## src/fpu_pkg.sv

```systemverilog
// FPU 8097 shared definitions
package fpu_pkg;

  // ------------------------------
  // Widths and sizes
  // ------------------------------
  localparam int DATA_W      = 32;
  localparam int VAL_W       = 64;
  localparam int ADDR_W      = 32;
  localparam int CSR_ADDR_W  = 6;
  localparam int STACK_DEPTH = 8;
  localparam int TOP_W       = 3;
  localparam int DEPTH_W     = 4;

  // ASCII "8097"
  localparam logic [DATA_W-1:0] ID_VALUE    = 32'h3830_3937;
  localparam logic [ADDR_W-1:0] BEAT_STRIDE = 32'd4;

  typedef enum logic [CSR_ADDR_W-1:0] {
    CSR_ID          = 6'h00,
    CSR_STATUS      = 6'h01,
    CSR_STATUS_WORD = 6'h02,
    CSR_MEM_ADDR    = 6'h03,
    CSR_PUSH_LO     = 6'h04,
    CSR_PUSH_HI     = 6'h05,
    CSR_POP_LO      = 6'h06,
    CSR_POP_HI      = 6'h07,
    CSR_CMD         = 6'h08
  } csr_addr_e;

  typedef enum logic [7:0] {
    CMD_NOP        = 8'h00,
    CMD_FCOM       = 8'h05,
    CMD_FCOMP      = 8'h06,
    CMD_FLD_MEM64  = 8'h10,
    CMD_FSTP_MEM64 = 8'h11
  } cmd_e;

  typedef enum logic [7:0] {
    FAULT_NONE            = 8'd0,
    FAULT_ILLEGAL_CMD     = 8'd1,
    FAULT_STACK_OVERFLOW  = 8'd2,
    FAULT_STACK_UNDERFLOW = 8'd3,
    FAULT_BUSY            = 8'd4,
    FAULT_MEM             = 8'd5
  } fault_e;

  typedef enum logic [2:0] {
    EXEC_IDLE,
    EXEC_DECODE,
    EXEC_MEM_WAIT,
    EXEC_FINISH
  } exec_state_e;

  // x87 status word bit positions
  localparam int SW_IE      = 0;
  localparam int SW_SF      = 6;
  localparam int SW_ES      = 7;
  localparam int SW_C0      = 8;
  localparam int SW_C2      = 10;
  localparam int SW_TOP_LSB = 11;
  localparam int SW_C3      = 14;

endpackage

```

## src/fpu_mem_if.sv

```systemverilog
// Sequencer to memory port link
`timescale 1ns/1ps

interface fpu_mem_if import fpu_pkg::*; ();

  logic              start;
  logic              write;
  logic [ADDR_W-1:0] addr;
  logic [VAL_W-1:0]  wdata;
  logic              done;
  logic              err;
  logic [VAL_W-1:0]  rdata;

  modport seq (
    output start, write, addr, wdata,
    input  done, err, rdata
  );

  modport port (
    input  start, write, addr, wdata,
    output done, err, rdata
  );

endinterface

```

## src/fpu_stack_if.sv

```systemverilog
// Register stack access
`timescale 1ns/1ps

interface fpu_stack_if import fpu_pkg::*; ();

  logic               push;
  logic [VAL_W-1:0]   push_data;
  logic               pop;
  logic               wr_top;
  logic [VAL_W-1:0]   wr_data;
  logic [VAL_W-1:0]   top_data;
  logic [VAL_W-1:0]   next_data;
  logic [DEPTH_W-1:0] depth;
  logic [TOP_W-1:0]   top;

  modport user (
    output push, push_data, pop, wr_top, wr_data,
    input  top_data, next_data, depth, top
  );

  modport stack (
    input  push, push_data, pop, wr_top, wr_data,
    output top_data, next_data, depth, top
  );

endinterface

```

## src/fpu_8097_top.sv

```systemverilog
// FPU 8097 top level
`timescale 1ns/1ps

module fpu_8097_top import fpu_pkg::*; (
  input  logic                  clk,
  input  logic                  rst_n,
  input  logic                  csr_req_valid_i,
  output logic                  csr_req_ready_o,
  input  logic                  csr_req_write_i,
  input  logic [CSR_ADDR_W-1:0] csr_req_addr_i,
  input  logic [DATA_W-1:0]     csr_req_wdata_i,
  output logic                  csr_rsp_valid_o,
  input  logic                  csr_rsp_ready_i,
  output logic [DATA_W-1:0]     csr_rsp_rdata_o,
  output logic                  csr_rsp_fault_o,
  output logic                  mem_req_valid_o,
  input  logic                  mem_req_ready_i,
  output logic                  mem_req_write_o,
  output logic [ADDR_W-1:0]     mem_req_addr_o,
  output logic [DATA_W-1:0]     mem_req_wdata_o,
  input  logic                  mem_rsp_valid_i,
  output logic                  mem_rsp_ready_o,
  input  logic [DATA_W-1:0]     mem_rsp_rdata_i,
  input  logic                  mem_rsp_err_i
);

  logic              cmd_valid;
  logic [7:0]        cmd_op;
  logic [ADDR_W-1:0] mem_addr;
  logic              csr_fault_valid;
  fault_e            csr_fault_code;
  logic              busy;
  logic [15:0]       status_word;
  fault_e            fault_code;

  fpu_stack_if csr_stk ();
  fpu_stack_if exec_stk ();
  fpu_mem_if   mem_bus ();

  fpu_stack fpu_stack_inst (
    .clk         (clk),
    .rst_n       (rst_n),
    .csr_port_i  (csr_stk),
    .exec_port_i (exec_stk)
  );

  fpu_mem_port fpu_mem_port_inst (
    .clk             (clk),
    .rst_n           (rst_n),
    .seq_i           (mem_bus),
    .mem_req_valid_o (mem_req_valid_o),
    .mem_req_ready_i (mem_req_ready_i),
    .mem_req_write_o (mem_req_write_o),
    .mem_req_addr_o  (mem_req_addr_o),
    .mem_req_wdata_o (mem_req_wdata_o),
    .mem_rsp_valid_i (mem_rsp_valid_i),
    .mem_rsp_ready_o (mem_rsp_ready_o),
    .mem_rsp_rdata_i (mem_rsp_rdata_i),
    .mem_rsp_err_i   (mem_rsp_err_i)
  );

  fpu_csr_window fpu_csr_window_inst (
    .clk               (clk),
    .rst_n             (rst_n),
    .csr_req_valid_i   (csr_req_valid_i),
    .csr_req_ready_o   (csr_req_ready_o),
    .csr_req_write_i   (csr_req_write_i),
    .csr_req_addr_i    (csr_req_addr_i),
    .csr_req_wdata_i   (csr_req_wdata_i),
    .csr_rsp_valid_o   (csr_rsp_valid_o),
    .csr_rsp_ready_i   (csr_rsp_ready_i),
    .csr_rsp_rdata_o   (csr_rsp_rdata_o),
    .csr_rsp_fault_o   (csr_rsp_fault_o),
    .stk_o             (csr_stk),
    .cmd_valid_o       (cmd_valid),
    .cmd_op_o          (cmd_op),
    .mem_addr_o        (mem_addr),
    .csr_fault_valid_o (csr_fault_valid),
    .csr_fault_code_o  (csr_fault_code),
    .busy_i            (busy),
    .status_word_i     (status_word),
    .fault_code_i      (fault_code)
  );

  fpu_exec fpu_exec_inst (
    .clk               (clk),
    .rst_n             (rst_n),
    .cmd_valid_i       (cmd_valid),
    .cmd_op_i          (cmd_op),
    .mem_addr_i        (mem_addr),
    .csr_fault_valid_i (csr_fault_valid),
    .csr_fault_code_i  (csr_fault_code),
    .stk_o             (exec_stk),
    .mem_o             (mem_bus),
    .busy_o            (busy),
    .status_word_o     (status_word),
    .fault_code_o      (fault_code)
  );

endmodule

```

## src/fpu_csr_window.sv

```systemverilog
// CSR window and stack staging
`timescale 1ns/1ps

module fpu_csr_window import fpu_pkg::*; (
  input  logic                  clk,
  input  logic                  rst_n,
  input  logic                  csr_req_valid_i,
  output logic                  csr_req_ready_o,
  input  logic                  csr_req_write_i,
  input  logic [CSR_ADDR_W-1:0] csr_req_addr_i,
  input  logic [DATA_W-1:0]     csr_req_wdata_i,
  output logic                  csr_rsp_valid_o,
  input  logic                  csr_rsp_ready_i,
  output logic [DATA_W-1:0]     csr_rsp_rdata_o,
  output logic                  csr_rsp_fault_o,
  fpu_stack_if.user             stk_o,
  output logic                  cmd_valid_o,
  output logic [7:0]            cmd_op_o,
  output logic [ADDR_W-1:0]     mem_addr_o,
  output logic                  csr_fault_valid_o,
  output fault_e                csr_fault_code_o,
  input  logic                  busy_i,
  input  logic [15:0]           status_word_i,
  input  fault_e                fault_code_i
);

  logic              rsp_valid_q;
  logic [DATA_W-1:0] rsp_rdata_q;
  logic              rsp_fault_q;
  logic [ADDR_W-1:0] mem_addr_q;
  logic [DATA_W-1:0] push_lo_q;
  logic              req_fire;
  logic              wr;
  csr_addr_e         req_addr;
  logic              empty;
  logic              full;
  logic [DATA_W-1:0] rd_data;
  logic              bad;
  logic              do_push;
  logic              do_pop;
  logic              launch;
  fault_e            flt_code;

  assign csr_req_ready_o = !rsp_valid_q;
  assign req_fire        = csr_req_valid_i & csr_req_ready_o;
  assign wr              = csr_req_write_i;
  assign req_addr        = csr_addr_e'(csr_req_addr_i);
  assign empty           = stk_o.depth == '0;
  assign full            = stk_o.depth == DEPTH_W'(STACK_DEPTH);

  // ------------------------------
  // Address decode
  // ------------------------------
  always_comb begin
    rd_data  = '0;
    bad      = 1'b0;
    do_push  = 1'b0;
    do_pop   = 1'b0;
    launch   = 1'b0;
    flt_code = FAULT_NONE;
    case (req_addr)
      CSR_ID: begin
        bad     = wr;
        rd_data = ID_VALUE;
      end
      CSR_STATUS: begin
        bad     = wr;
        rd_data = {8'd0, fault_code_i, 7'd0, stk_o.top, stk_o.depth,
                   fault_code_i != FAULT_NONE, busy_i};
      end
      CSR_STATUS_WORD: begin
        bad     = wr;
        rd_data = DATA_W'(status_word_i);
      end
      CSR_MEM_ADDR: rd_data = mem_addr_o;
      CSR_PUSH_LO:  bad = !wr;
      CSR_PUSH_HI: begin
        if (!wr)
          bad = 1'b1;
        else if (busy_i)
          flt_code = FAULT_BUSY;
        else if (full)
          flt_code = FAULT_STACK_OVERFLOW;
        else
          do_push = 1'b1;
      end
      CSR_POP_LO, CSR_POP_HI: begin
        if (wr)
          bad = 1'b1;
        else if (busy_i)
          flt_code = FAULT_BUSY;
        else if (empty)
          flt_code = FAULT_STACK_UNDERFLOW;
        else begin
          // LO only peeks, HI also pops
          do_pop  = req_addr == CSR_POP_HI;
          rd_data = do_pop ? stk_o.top_data[VAL_W-1:DATA_W] : stk_o.top_data[DATA_W-1:0];
        end
      end
      CSR_CMD: begin
        if (!wr)
          bad = 1'b1;
        else if (busy_i)
          flt_code = FAULT_BUSY;
        else
          launch = 1'b1;
      end
      default: bad = 1'b1;
    endcase
    bad = bad | (flt_code != FAULT_NONE);
  end

  assign stk_o.push        = req_fire & do_push;
  assign stk_o.push_data   = {csr_req_wdata_i, push_lo_q};
  assign stk_o.pop         = req_fire & do_pop;
  assign stk_o.wr_top      = 1'b0;
  assign stk_o.wr_data     = stk_o.push_data;
  assign cmd_valid_o       = req_fire & launch;
  assign cmd_op_o          = csr_req_wdata_i[7:0];
  assign csr_fault_valid_o = req_fire & (flt_code != FAULT_NONE);
  assign csr_fault_code_o  = flt_code;
  assign mem_addr_o        = mem_addr_q;

  always_ff @(posedge clk or negedge rst_n) begin
    if (!rst_n) begin
      rsp_valid_q <= 1'b0;
      mem_addr_q  <= '0;
    end else if (req_fire) begin
      rsp_valid_q <= 1'b1;
      if (wr && req_addr == CSR_MEM_ADDR)
        mem_addr_q <= csr_req_wdata_i;
    end else if (csr_rsp_ready_i) begin
      rsp_valid_q <= 1'b0;
    end
  end

  always_ff @(posedge clk) begin
    if (req_fire) begin
      rsp_rdata_q <= (bad || wr) ? '0 : rd_data;
      rsp_fault_q <= bad;
      if (wr && req_addr == CSR_PUSH_LO)
        push_lo_q <= csr_req_wdata_i;
    end
  end

  assign csr_rsp_valid_o = rsp_valid_q;
  assign csr_rsp_rdata_o = rsp_rdata_q;
  assign csr_rsp_fault_o = rsp_fault_q;

endmodule

```

## src/fpu_exec.sv

```systemverilog
// Command sequencer and status word
`timescale 1ns/1ps

module fpu_exec import fpu_pkg::*; (
  input  logic              clk,
  input  logic              rst_n,
  input  logic              cmd_valid_i,
  input  logic [7:0]        cmd_op_i,
  input  logic [ADDR_W-1:0] mem_addr_i,
  input  logic              csr_fault_valid_i,
  input  fault_e            csr_fault_code_i,
  fpu_stack_if.user         stk_o,
  fpu_mem_if.seq            mem_o,
  output logic              busy_o,
  output logic [15:0]       status_word_o,
  output fault_e            fault_code_o
);

  exec_state_e      state_q;
  cmd_e             op_q;
  fault_e           fault_q;
  logic             busy_q;
  logic             ie_q;
  logic             sf_q;
  logic             c0_q;
  logic             c2_q;
  logic             c3_q;
  logic             legal;
  logic             dec_ok;
  logic             is_mem;
  logic             unordered;
  logic             equal;
  logic             less;

  function automatic logic is_nan(input logic [VAL_W-1:0] v);
    return (v[62:52] == 11'h7ff) && (v[51:0] != '0);
  endfunction

  // Unsigned compare of keys follows FP ordering
  function automatic logic [VAL_W-1:0] order_key(input logic [VAL_W-1:0] v);
    return v[VAL_W-1] ? ~v : {1'b1, v[VAL_W-2:0]};
  endfunction

  assign unordered = is_nan(stk_o.top_data) | is_nan(stk_o.next_data);
  assign equal     = (stk_o.top_data == stk_o.next_data) ||
                     (stk_o.top_data[VAL_W-2:0] == '0 && stk_o.next_data[VAL_W-2:0] == '0);
  assign less      = order_key(stk_o.top_data) < order_key(stk_o.next_data);

  // ------------------------------
  // Stack depth check per command
  // ------------------------------
  always_comb begin
    legal  = 1'b1;
    dec_ok = 1'b1;
    case (op_q)
      CMD_NOP:             dec_ok = 1'b1;
      CMD_FCOM, CMD_FCOMP: dec_ok = stk_o.depth >= DEPTH_W'(2);
      CMD_FLD_MEM64:       dec_ok = stk_o.depth != DEPTH_W'(STACK_DEPTH);
      CMD_FSTP_MEM64:      dec_ok = stk_o.depth != '0;
      default: begin
        legal  = 1'b0;
        dec_ok = 1'b0;
      end
    endcase
  end

  assign is_mem      = (op_q == CMD_FLD_MEM64) || (op_q == CMD_FSTP_MEM64);
  assign mem_o.start = (state_q == EXEC_DECODE) && is_mem && dec_ok;
  assign mem_o.write = op_q == CMD_FSTP_MEM64;
  assign mem_o.addr  = mem_addr_i;
  assign mem_o.wdata = stk_o.top_data;

  assign stk_o.push      = (state_q == EXEC_FINISH) && (op_q == CMD_FLD_MEM64);
  assign stk_o.push_data = mem_o.rdata;
  assign stk_o.pop       = ((state_q == EXEC_DECODE) && (op_q == CMD_FCOMP) && dec_ok) ||
                           ((state_q == EXEC_FINISH) && (op_q == CMD_FSTP_MEM64));
  assign stk_o.wr_top    = 1'b0;
  assign stk_o.wr_data   = mem_o.rdata;

  always_ff @(posedge clk or negedge rst_n) begin
    if (!rst_n) begin
      state_q <= EXEC_IDLE;
      op_q    <= CMD_NOP;
      fault_q <= FAULT_NONE;
      busy_q  <= 1'b0;
      ie_q    <= 1'b0;
      sf_q    <= 1'b0;
      c0_q    <= 1'b0;
      c2_q    <= 1'b0;
      c3_q    <= 1'b0;
    end else begin
      if (csr_fault_valid_i) begin
        fault_q <= csr_fault_code_i;
        if (csr_fault_code_i != FAULT_BUSY)
          sf_q <= 1'b1;
      end
      case (state_q)
        EXEC_IDLE: begin
          if (cmd_valid_i) begin
            busy_q  <= 1'b1;
            op_q    <= cmd_e'(cmd_op_i);
            state_q <= EXEC_DECODE;
          end
        end
        EXEC_DECODE: begin
          if (!legal) begin
            fault_q <= FAULT_ILLEGAL_CMD;
          end else if (!dec_ok) begin
            sf_q <= 1'b1;
            if (op_q == CMD_FLD_MEM64)
              fault_q <= FAULT_STACK_OVERFLOW;
            else
              fault_q <= FAULT_STACK_UNDERFLOW;
          end else if (op_q == CMD_FCOM || op_q == CMD_FCOMP) begin
            c3_q <= unordered | equal;
            c2_q <= unordered;
            c0_q <= unordered | (!equal & less);
            ie_q <= ie_q | unordered;
          end
          if (mem_o.start) begin
            state_q <= EXEC_MEM_WAIT;
          end else begin
            busy_q  <= 1'b0;
            state_q <= EXEC_IDLE;
          end
        end
        EXEC_MEM_WAIT: begin
          if (mem_o.done && mem_o.err) begin
            fault_q <= FAULT_MEM;
            busy_q  <= 1'b0;
            state_q <= EXEC_IDLE;
          end else if (mem_o.done) begin
            state_q <= EXEC_FINISH;
          end
        end
        EXEC_FINISH: begin
          busy_q  <= 1'b0;
          state_q <= EXEC_IDLE;
        end
        default: state_q <= EXEC_IDLE;
      endcase
    end
  end

  always_comb begin
    status_word_o                           = '0;
    status_word_o[SW_IE]                    = ie_q;
    status_word_o[SW_SF]                    = sf_q;
    status_word_o[SW_ES]                    = ie_q | sf_q;
    status_word_o[SW_C0]                    = c0_q;
    status_word_o[SW_C2]                    = c2_q;
    status_word_o[SW_C3]                    = c3_q;
    status_word_o[SW_TOP_LSB +: TOP_W]      = stk_o.top;
  end

  assign busy_o       = busy_q;
  assign fault_code_o = fault_q;

endmodule

```

## src/fpu_mem_port.sv

```systemverilog
// Two-beat memory transfer engine
`timescale 1ns/1ps

module fpu_mem_port import fpu_pkg::*; (
  input  logic              clk,
  input  logic              rst_n,
  fpu_mem_if.port           seq_i,
  output logic              mem_req_valid_o,
  input  logic              mem_req_ready_i,
  output logic              mem_req_write_o,
  output logic [ADDR_W-1:0] mem_req_addr_o,
  output logic [DATA_W-1:0] mem_req_wdata_o,
  input  logic              mem_rsp_valid_i,
  output logic              mem_rsp_ready_o,
  input  logic [DATA_W-1:0] mem_rsp_rdata_i,
  input  logic              mem_rsp_err_i
);

  logic              req_q;
  logic              rsp_q;
  logic              hi_q;
  logic              done_q;
  logic              err_q;
  logic              write_q;
  logic [ADDR_W-1:0] addr_q;
  logic [VAL_W-1:0]  data_q;
  logic              req_fire;
  logic              rsp_fire;

  assign req_fire = mem_req_valid_o & mem_req_ready_i;
  assign rsp_fire = mem_rsp_valid_i & mem_rsp_ready_o;

  assign mem_req_valid_o = req_q;
  assign mem_rsp_ready_o = rsp_q;
  assign mem_req_write_o = write_q;
  assign mem_req_addr_o  = hi_q ? addr_q + BEAT_STRIDE : addr_q;
  assign mem_req_wdata_o = hi_q ? data_q[VAL_W-1:DATA_W] : data_q[DATA_W-1:0];

  assign seq_i.done  = done_q;
  assign seq_i.err   = err_q;
  assign seq_i.rdata = data_q;

  // ------------------------------
  // Beat sequencing
  // ------------------------------
  always_ff @(posedge clk or negedge rst_n) begin
    if (!rst_n) begin
      req_q  <= 1'b0;
      rsp_q  <= 1'b0;
      hi_q   <= 1'b0;
      done_q <= 1'b0;
      err_q  <= 1'b0;
    end else begin
      done_q <= 1'b0;
      if (seq_i.start) begin
        req_q <= 1'b1;
        hi_q  <= 1'b0;
        err_q <= 1'b0;
      end else if (req_fire) begin
        req_q <= 1'b0;
        rsp_q <= 1'b1;
      end else if (rsp_fire) begin
        rsp_q <= 1'b0;
        // An error ends the transfer after either beat
        if (mem_rsp_err_i || hi_q) begin
          done_q <= 1'b1;
          err_q  <= mem_rsp_err_i;
        end else begin
          hi_q  <= 1'b1;
          req_q <= 1'b1;
        end
      end
    end
  end

  always_ff @(posedge clk) begin
    if (seq_i.start) begin
      write_q <= seq_i.write;
      addr_q  <= seq_i.addr;
      data_q  <= seq_i.wdata;
    end else if (rsp_fire && !write_q) begin
      if (hi_q)
        data_q[VAL_W-1:DATA_W] <= mem_rsp_rdata_i;
      else
        data_q[DATA_W-1:0] <= mem_rsp_rdata_i;
    end
  end

endmodule

```

## src/fpu_stack.sv

```systemverilog
// Eight-entry register stack
`timescale 1ns/1ps

module fpu_stack import fpu_pkg::*; (
  input logic        clk,
  input logic        rst_n,
  fpu_stack_if.stack csr_port_i,
  fpu_stack_if.stack exec_port_i
);

  logic [VAL_W-1:0]   st_q [STACK_DEPTH];
  logic [TOP_W-1:0]   top_q;
  logic [DEPTH_W-1:0] depth_q;
  logic               exec_sel;
  logic               do_push;
  logic               do_pop;
  logic               do_wr;
  logic [VAL_W-1:0]   push_val;
  logic [VAL_W-1:0]   wr_val;

  // Sequencer requests win
  assign exec_sel = exec_port_i.push | exec_port_i.pop | exec_port_i.wr_top;
  assign do_push  = exec_sel ? exec_port_i.push      : csr_port_i.push;
  assign do_pop   = exec_sel ? exec_port_i.pop       : csr_port_i.pop;
  assign do_wr    = exec_sel ? exec_port_i.wr_top    : csr_port_i.wr_top;
  assign push_val = exec_sel ? exec_port_i.push_data : csr_port_i.push_data;
  assign wr_val   = exec_sel ? exec_port_i.wr_data   : csr_port_i.wr_data;

  always_ff @(posedge clk or negedge rst_n) begin
    if (!rst_n) begin
      top_q   <= '0;
      depth_q <= '0;
    end else if (do_push) begin
      top_q   <= top_q - 1'b1;
      depth_q <= depth_q + 1'b1;
    end else if (do_pop) begin
      top_q   <= top_q + 1'b1;
      depth_q <= depth_q - 1'b1;
    end
  end

  // New entry lands below the old TOP
  always_ff @(posedge clk) begin
    if (do_push)
      st_q[top_q - 1'b1] <= push_val;
    else if (do_wr)
      st_q[top_q] <= wr_val;
  end

  assign csr_port_i.top_data   = st_q[top_q];
  assign csr_port_i.next_data  = st_q[top_q + 1'b1];
  assign csr_port_i.depth      = depth_q;
  assign csr_port_i.top        = top_q;
  assign exec_port_i.top_data  = st_q[top_q];
  assign exec_port_i.next_data = st_q[top_q + 1'b1];
  assign exec_port_i.depth     = depth_q;
  assign exec_port_i.top       = top_q;

endmodule

```

## config.mk

```make
export PLATFORM = sky130hd
export DESIGN_NAME = fpu_8097_top
export DESIGN_NICKNAME = d
export VERILOG_FILES = /design/src/fpu_pkg.sv /design/src/fpu_mem_if.sv /design/src/fpu_stack_if.sv /design/src/fpu_8097_top.sv /design/src/fpu_csr_window.sv /design/src/fpu_exec.sv /design/src/fpu_mem_port.sv /design/src/fpu_stack.sv
export SDC_FILE = /design/constraint.sdc
export NUM_CORES = 1
export LEC_CHECK = 0
export ABC_CLOCK_PERIOD_IN_PS = 11800
export BUFFER_PORTS_ARGS = -buffer_cell sky130_fd_sc_hd__buf_2
export CAP_MARGIN = 5
export CORE_MARGIN = 5
export CORE_UTILIZATION = 56
export DETAILED_ROUTE_END_ITERATION = 6
export PLACE_DENSITY = 0.73
export SLEW_MARGIN = 10
export SYNTH_ARGS = -nofsm -noshare
export SYNTH_HDL_FRONTEND = slang
export SYNTH_HIERARCHICAL = 1
export SYNTH_SLANG_ARGS = --single-unit
```

## constraint.sdc

```tcl
create_clock -name clk -period 11.8 [get_ports clk]
set_clock_uncertainty 0.2 [all_clocks]
set_input_delay 0.59 -clock clk [delete_from_list [all_inputs] [get_ports clk]]
set_output_delay 0.59 -clock clk [all_outputs]
set_load 0.05 [all_outputs]
```

# --- Word-level counts from Yosys, hierarchy flattened ---
# Memories as Yosys holds them, arrays and structs flattened.
# Cells that the tools add are included.
word_totals:
  output_inout_bits: 102
  mem_count: 1
  ramBits: 512
  regBits: 232
mem_list:
  columns: ["name", "depth", "width", "read_ports", "rd_clocked_by_memory_dff", "wr", "line", "rtl"]
  rows:
  - ["fpu_stack_inst.st_q", 8, 64, 2, 0, 1, "fpu_stack.sv:11", "logic [VAL_W-1:0] st_q [STACK_DEPTH];"]
op_classes:
  add_sub_neg: 5
  order_cmp: 2
  n_mux: 85
  bitwise: 18
  reduce_logical: 60
  n_eq_ne: 29
ops:
  columns: ["operator", "n"]
  rows:
  - ["two-way mux 64 bit", 5]
  - ["two-way mux 32 bit", 8]
  - ["case mux 32 bit (5 select lines)", 1]
  - ["inverter 64 bit", 2]
  - ["logical NOT 63 bit", 2]
  - ["nonzero test 52 bit", 2]
  - ["two-way mux 8 bit", 9]
  - ["== test 64 bit", 1]
  - ["less-than comparator 64 bit", 1]
  - ["two-way mux 1 bit", 45]
  - ["adder 32 x 3 -> 32 bit, second input constant", 1]
  - ["== test 6 x 3 -> 1 bit, second input constant", 4]
  - ["case mux 8 bit (3 select lines)", 1]
  - ["== test 11 bit, second input constant", 2]
  - ["two-way mux 3 bit", 6]
  - ["== test 8 x 3 -> 1 bit, second input constant", 2]
  - ["== test 8 x 5 -> 1 bit, second input constant", 2]
  - ["case mux 8 bit (2 select lines)", 1]
  - ["AND reduction 2 bit", 8]
  - ["nonzero test 8 bit", 2]
  - ["nonzero test 2 bit", 7]
  - ["logical AND 1 bit", 13]
  - ["== test 6 x 2 -> 1 bit, second input constant", 2]
  - ["case mux 3 bit (3 select lines)", 1]
  - ["other kinds (36)", 71]

# --- Longest topological paths before layout ---
depth:
  word_depth: 11
  mapped_depth: 23
  depth_no_buf: 14

# --- Cells and area by module ---
# The synthesis kept the hierarchy.
modules_own_cells:
  columns: ["module", "seq_area_each_um2", "area_each_um2", "cells_per_inst", "instances"]
  rows:
  - ["fpu_stack", 15549.9, 26345.3, 1393, 1]
  - ["fpu_exec", 600.6, 6690.2, 829, 1]
  - ["fpu_csr_window", 2777.7, 5987.0, 528, 1]
  - ["fpu_mem_port", 3037.9, 4877.2, 419, 1]

# --- Worst setup path before layout ---
# No wires, ideal clock.
synth_timing:
  path_type: "register to register"
  startpoint: "register fpu_csr_window_inst.rsp_valid_q, in the netlist fpu_csr_window_inst/csr_rsp_valid_o"
  endpoint: "memory fpu_stack_inst.st_q[3][0] (enable)"
  required_ps: 11113
  synth_period_minus_slack_ps: 7688
  path_slack_ps: 4112
  path_stages_with_launch: 9
  arrival_time_ps: 7001
  path_cell_list: "dfrtp_1 > nor2b_1 > nand3b_1 > a2111oi_0 > nor3b_2 > or2_0 > clkbuf_1 > mux2i_1 > nor2_1"
synth_between:
  elab_chain_len: 6
synth_lines:
  columns: ["item", "line", "rtl"]
  rows:
  - ["start, declared", "fpu_csr_window.sv:27", "logic rsp_valid_q;"]
  - ["start signal, assigned", "fpu_csr_window.sv:126", "rsp_valid_q <= 1'b0;"]
  - ["start signal, assigned", "fpu_csr_window.sv:129", "rsp_valid_q <= 1'b1;"]
  - ["start signal, assigned", "fpu_csr_window.sv:133", "rsp_valid_q <= 1'b0;"]
  - ["logical NOT 1 bit", "fpu_csr_window.sv:44", "assign csr_req_ready_o = !rsp_valid_q;"]
  - ["bitwise AND 1 bit", "fpu_csr_window.sv:45", "assign req_fire = csr_req_valid_i & csr_req_ready_o;"]
  - ["net fpu_csr_window_inst.req_fire", "fpu_csr_window.sv:32", "logic req_fire;"]
  - ["bitwise AND 1 bit", "fpu_csr_window.sv:113", "assign stk_o.push = req_fire & do_push;"]
  - ["net csr_stk.push", "fpu_stack_if.sv:6", "logic push;"]
  - ["two-way mux 1 bit", "fpu_stack.sv:23", "assign do_push = exec_sel ? exec_port_i.push : csr_port_i.push;"]
  - ["two-way mux 1 bit", "fpu_stack.sv:44", "if (do_push)"]
  - ["two-way mux 1 bit (implied by the code)", "fpu_stack.sv:45", "st_q[top_q - 1'b1] <= push_val;"]
  - ["end, declared", "fpu_stack.sv:11", null]
# The timed path passes the listed nets, and every way through them passes these cells.

# --- Final worst setup path ---
layout_timing:
  startpoint: "register fpu_stack_inst.top_q[0], in the netlist fpu_stack_inst/csr_port_i.top[0]"
  endpoint: "register fpu_exec_inst.c3_q"
layout_between:
  elab_chain_len: 6
layout_lines:
  columns: ["item", "line", "rtl"]
  rows:
  - ["start, declared", "fpu_stack.sv:12", "logic [TOP_W-1:0] top_q;"]
  - ["start signal, assigned", "fpu_stack.sv:34", "top_q <= top_q - 1'b1;"]
  - ["start signal, assigned", "fpu_stack.sv:37", "top_q <= top_q + 1'b1;"]
  - ["adder 3 x 1 -> 3 bit", "fpu_stack.sv:55", "assign exec_port_i.next_data = st_q[top_q + 1'b1];"]
  - ["memory read (8 x 64 bit) (*)", null, null]
  - ["nonzero test 52 bit, or another cell as far along", "fpu_exec.sv:36", "return (v[62:52] == 11'h7ff) && (v[51:0] != '0);"]
  - ["logical AND 1 bit (on tied branches)", "fpu_exec.sv:36, fpu_exec.sv:46", null]
  - ["OR 1 bit / logical OR 1 bit (equally long branches)", "fpu_exec.sv:44, fpu_exec.sv:45", null]
  - ["OR 1 bit (*)", "fpu_exec.sv:115", "c3_q <= unordered | equal;"]
  - ["end signal, assigned", "fpu_exec.sv:115", null]
  - ["end, declared", "fpu_exec.sv:27", "logic c3_q;"]
# Mark *: on every way between the ends. The rest lies on a longest branch, timed or not.
# A chain may end at the register's enable or synchronous reset.

==> impl_metrics.tcl <==
set metrics [dict create \
    status "finished, final reports clean" \
    netlist_area_um2 43900 \
    post_cts_resized 0 \
    crit_chain "inv_1 -> ha_4 -> buf_4 -> buf_4 -> mux4_2 -> mux2_2 -> nor4_1 -> nand4_1 -> nor4_1 -> nor4_1 -> nor2_1 -> o2111ai_1 -> o21a_1" \
    place_area_um2 42200 \
    hold_violations 0 \
    pwr_density_cell_nw_per_um2 189 \
    routed_via_density 6.75 \
    finalSetupTns_ps 0 \
    antenna_found_initial 3 \
    synth_edf_count 674 \
    ios 180 \
    layout_common_cells "edfxtp_1 (674), nand2_1 (387), mux4_2 (278)" \
    seq_area_frac_synth_pct 50.0 \
    tightest_slew_ps 1170 \
    slowest_delay_ps 840 \
    vias 26600 \
    grt.overflow.total 0 \
    grt_first_pass_wirelength_mm 178 \
    max_slew_margin_pct 22.2 \
    cp_slowest_cell "dfrtp_4" \
    end_kind "flop" \
    dp.cells 3788 \
    dieArea_um2 84100 \
    avgSynthCellArea_um2 13.9 \
    grt_pass1_vias 26400 \
    max_freq_ghz 0.150 \
    rsz0062_at_grt "false" \
    dp_slack_ps 5190 \
    ys_ff_latch 743 \
    initial_utilization_pct 56.6 \
    worst_ep_required_time_ps 12120 \
    peakVddDrop_uv 137 \
    cts_buffers 79 \
    cap_viol_max_count 0 \
    rows 102 \
    hold-worst-slack_ps 23.7 \
    finalCriticalPeriod_ps 6660 \
    core_area_um2 77600 \
    place_congestion 0.961 \
    numPortBuffers 179 \
    setup-violations-final 0 \
    fin_ws_ps 5140 \
    worstPathMaxFanout 41 \
    post_cts_buffers 0 \
    insertion_delay_ps 640 \
    yosysWarnings 6 \
    root_buffer "clkbuf_16" \
    crit_top_cell "nor4_1" \
    final_common_cell "edfxtp_1" \
    cts_sinks 743 \
    post_drt_wl_per_cell_um 30.9 \
    drtIter0Drc 3106 \
    yosys_most_used_dff "edfxtp_1" \
    fp.dieW_um 290 \
    clock_path_buffers 3 \
    clk_pin_slew_ps 70 \
    fin_area_um2 44900 \
    grt_max_degree 71 \
    final_nets 2985 \
    ant_nets 0 \
    htreeDepth 3 \
    cp-start-kind "flop" \
    dr.pass1.iters 5 \
    area_growth_syn_to_layout_pct 2.35 \
    ys_async_sr_fraction_pct 9.29 \
    hpwlAfterDp_mm 80.4 \
    grt_use_total_pct 28.2 \
    final_cell_count_no_fill 3942 \
    die_height_um 290 \
    crit_type "flop to flop" \
    drive_above_1_share_pct 29.2 \
    min_path_type "input port to flop" \
    leakage_uw 0.0157 \
    routed_wl_mm 122 \
    arrival_ps 6980 \
    postCtsHoldBufs 7 \
    tritoncts "yes" \
    ys_types 81 \
    final_max_slew_viol_count 0 \
    period_share_pct 56.4 \
    synthCells 3169 \
    drc 0 \
]
[Yosys cell counts, types with 6 or more instances]
| cell | instances | area [µm²] |
|---|---|---|
| buf_6 | 9 | 101 |
| nor4_1 | 58 | 363 |
| nor2_1 | 40 | 150 |
| a211oi_1 | 17 | 128 |
| nor3_1 | 14 | 70.1 |
| buf_2 | 62 | 310 |
| edfxtp_1 | 674 | 20200 |
| nor2b_1 | 6 | 37.5 |
| o21a_1 | 7 | 52.6 |
| a22o_1 | 6 | 52.6 |
| o2bb2ai_1 | 9 | 78.8 |
| mux2_1 | 12 | 135 |
| mux2_2 | 140 | 1580 |
| inv_1 | 35 | 131 |
| and3_1 | 42 | 263 |
| buf_1 | 23 | 86.3 |
| a21o_1 | 8 | 60.1 |
| a21boi_0 | 33 | 248 |
| nand3b_1 | 6 | 45.0 |
| ha_1 | 71 | 888 |
| or3_1 | 7 | 43.8 |
| o21ai_0 | 14 | 70.1 |
| clkbuf_1 | 69 | 259 |
| mux2i_1 | 14 | 140 |
| nand2b_1 | 46 | 288 |
| mux4_2 | 278 | 6260 |
| xor2_1 | 79 | 692 |
| nand3_1 | 28 | 140 |
| o211ai_1 | 12 | 90.1 |
| dfrtp_1 | 69 | 1730 |
| mux4_1 | 42 | 1100 |
| a211oi_2 | 20 | 250 |
| nand4_1 | 52 | 325 |
| o21ai_2 | 17 | 149 |
| o21ai_1 | 22 | 110 |
| xnor2_1 | 132 | 1160 |
| a21oi_1 | 38 | 190 |
| buf_4 | 494 | 3710 |
| nand2_1 | 388 | 1460 |
[kinds of logic (layout without fill, tap and decap cells)]
group / Yosys count / count (layout) / share of synthesized area, %
AO/OA/AOI/OAI: 242 / 242 / 4.19
AND/OR/NAND/NOR: 718 / 718 / 7.95
multiplexers: 486 / 486 / 21.0
XOR/XNOR: 211 / 211 / 4.21
buffers and inverters: 696 / 416 / 10.6
adder cells (fa/ha/maj): 71 / 71 / 2.02
flip-flops: 743 / 743 / 50.0
other: 2 / 15 / 0.0171
[layout make-up]
class / count / area [µm²]
multi-input cells: 1742 / 17500
diodes: 1 / 2.50
clock buffers: 98 / 2120
inverters: 36 / 135
flip-flops and latches: 743 / 22000
well taps: 1040 / 1300
repair buffers: 234 / 1330
fillers: 5975 / 32700
clock inverters: 48 / 566
[layer usage]
| metal | up-vias | GRT usage [%] | share of wire [%] |
|---|---|---|---|
| li1 | 10900 | - | - |
| met4 | 4 | 10.4 | 4.0 |
| met2 | 1712 | 44.8 | 47 |
| met1 | 13700 | 39.0 | 38 |
| met3 | 273 | 5.94 | 11 |
| met5 | - | 0 | 0.022 |
[registers in the layout, summed over array words and instances (netlist names), 2 cells and up]
signal,flops
fpu_stack_inst/st_q,512
fpu_stack_inst/csr_port_i.depth,4
fpu_csr_window_inst/push_lo_q,32
fpu_csr_window_inst/mem_addr_o,32
fpu_exec_inst/fault_code_o,8
fpu_stack_inst/csr_port_i.top,3
fpu_mem_port_inst/addr_q,32
fpu_csr_window_inst/csr_rsp_rdata_o,32
fpu_exec_inst/state_q,2
fpu_exec_inst/op_q,8
fpu_mem_port_inst/seq_i.rdata,64
[path summary, 6_finish.rpt]
kind,from,to,cells after the start,slack [ps]
max reg2reg,fpu_stack_inst/csr_port_i.top[0]$_DFFE_PN0P_,fpu_exec_inst/c3_q$_DFFE_PN0P_,13,5140
max in group asynchronous,rst_n,fpu_stack_inst/csr_port_i.top[0]$_DFFE_PN0P_,2,10170
min,csr_req_wdata_i[28],fpu_csr_window_inst/push_lo_q[28]$_DFFE_PP_,1,20
min reg2reg,fpu_csr_window_inst/mem_addr_o[3]$_DFFE_PN0P_,fpu_mem_port_inst/addr_q[3]$_DFFE_PP_,0,270
min in group asynchronous,rst_n,fpu_mem_port_inst/mem_req_valid_o$_DFFE_PN0P_,2,460
max,fpu_stack_inst/csr_port_i.top[0]$_DFFE_PN0P_,fpu_exec_inst/c3_q$_DFFE_PN0P_,13,5140
[power by group]
group	switching (µW)	internal, µW
clock	1040	1530
combinational	1720	1070
sequential	87.5	3040
total	2850	5630
[through the flow]
step,util [%],power (µW)
finish,57.9,8490
global placement,54.4,5840
CTS,57.9,8470
floorplan,-,5420
detailed placement,54.4,5900
global route,57.9,8810
[worst max-delay path: cells and delay by family (launching register included)]
kind                     cells  cell delay [ps]
flip-flops                   1              840
buffers and inverters        3             1610
multiplexers                 2              940
AO/OA/AOI/OAI                2              320
adder cells (fa/ha/maj)      1              790
AND/OR/NAND/NOR              5             1750
Power figures use the tool's default switching activity.
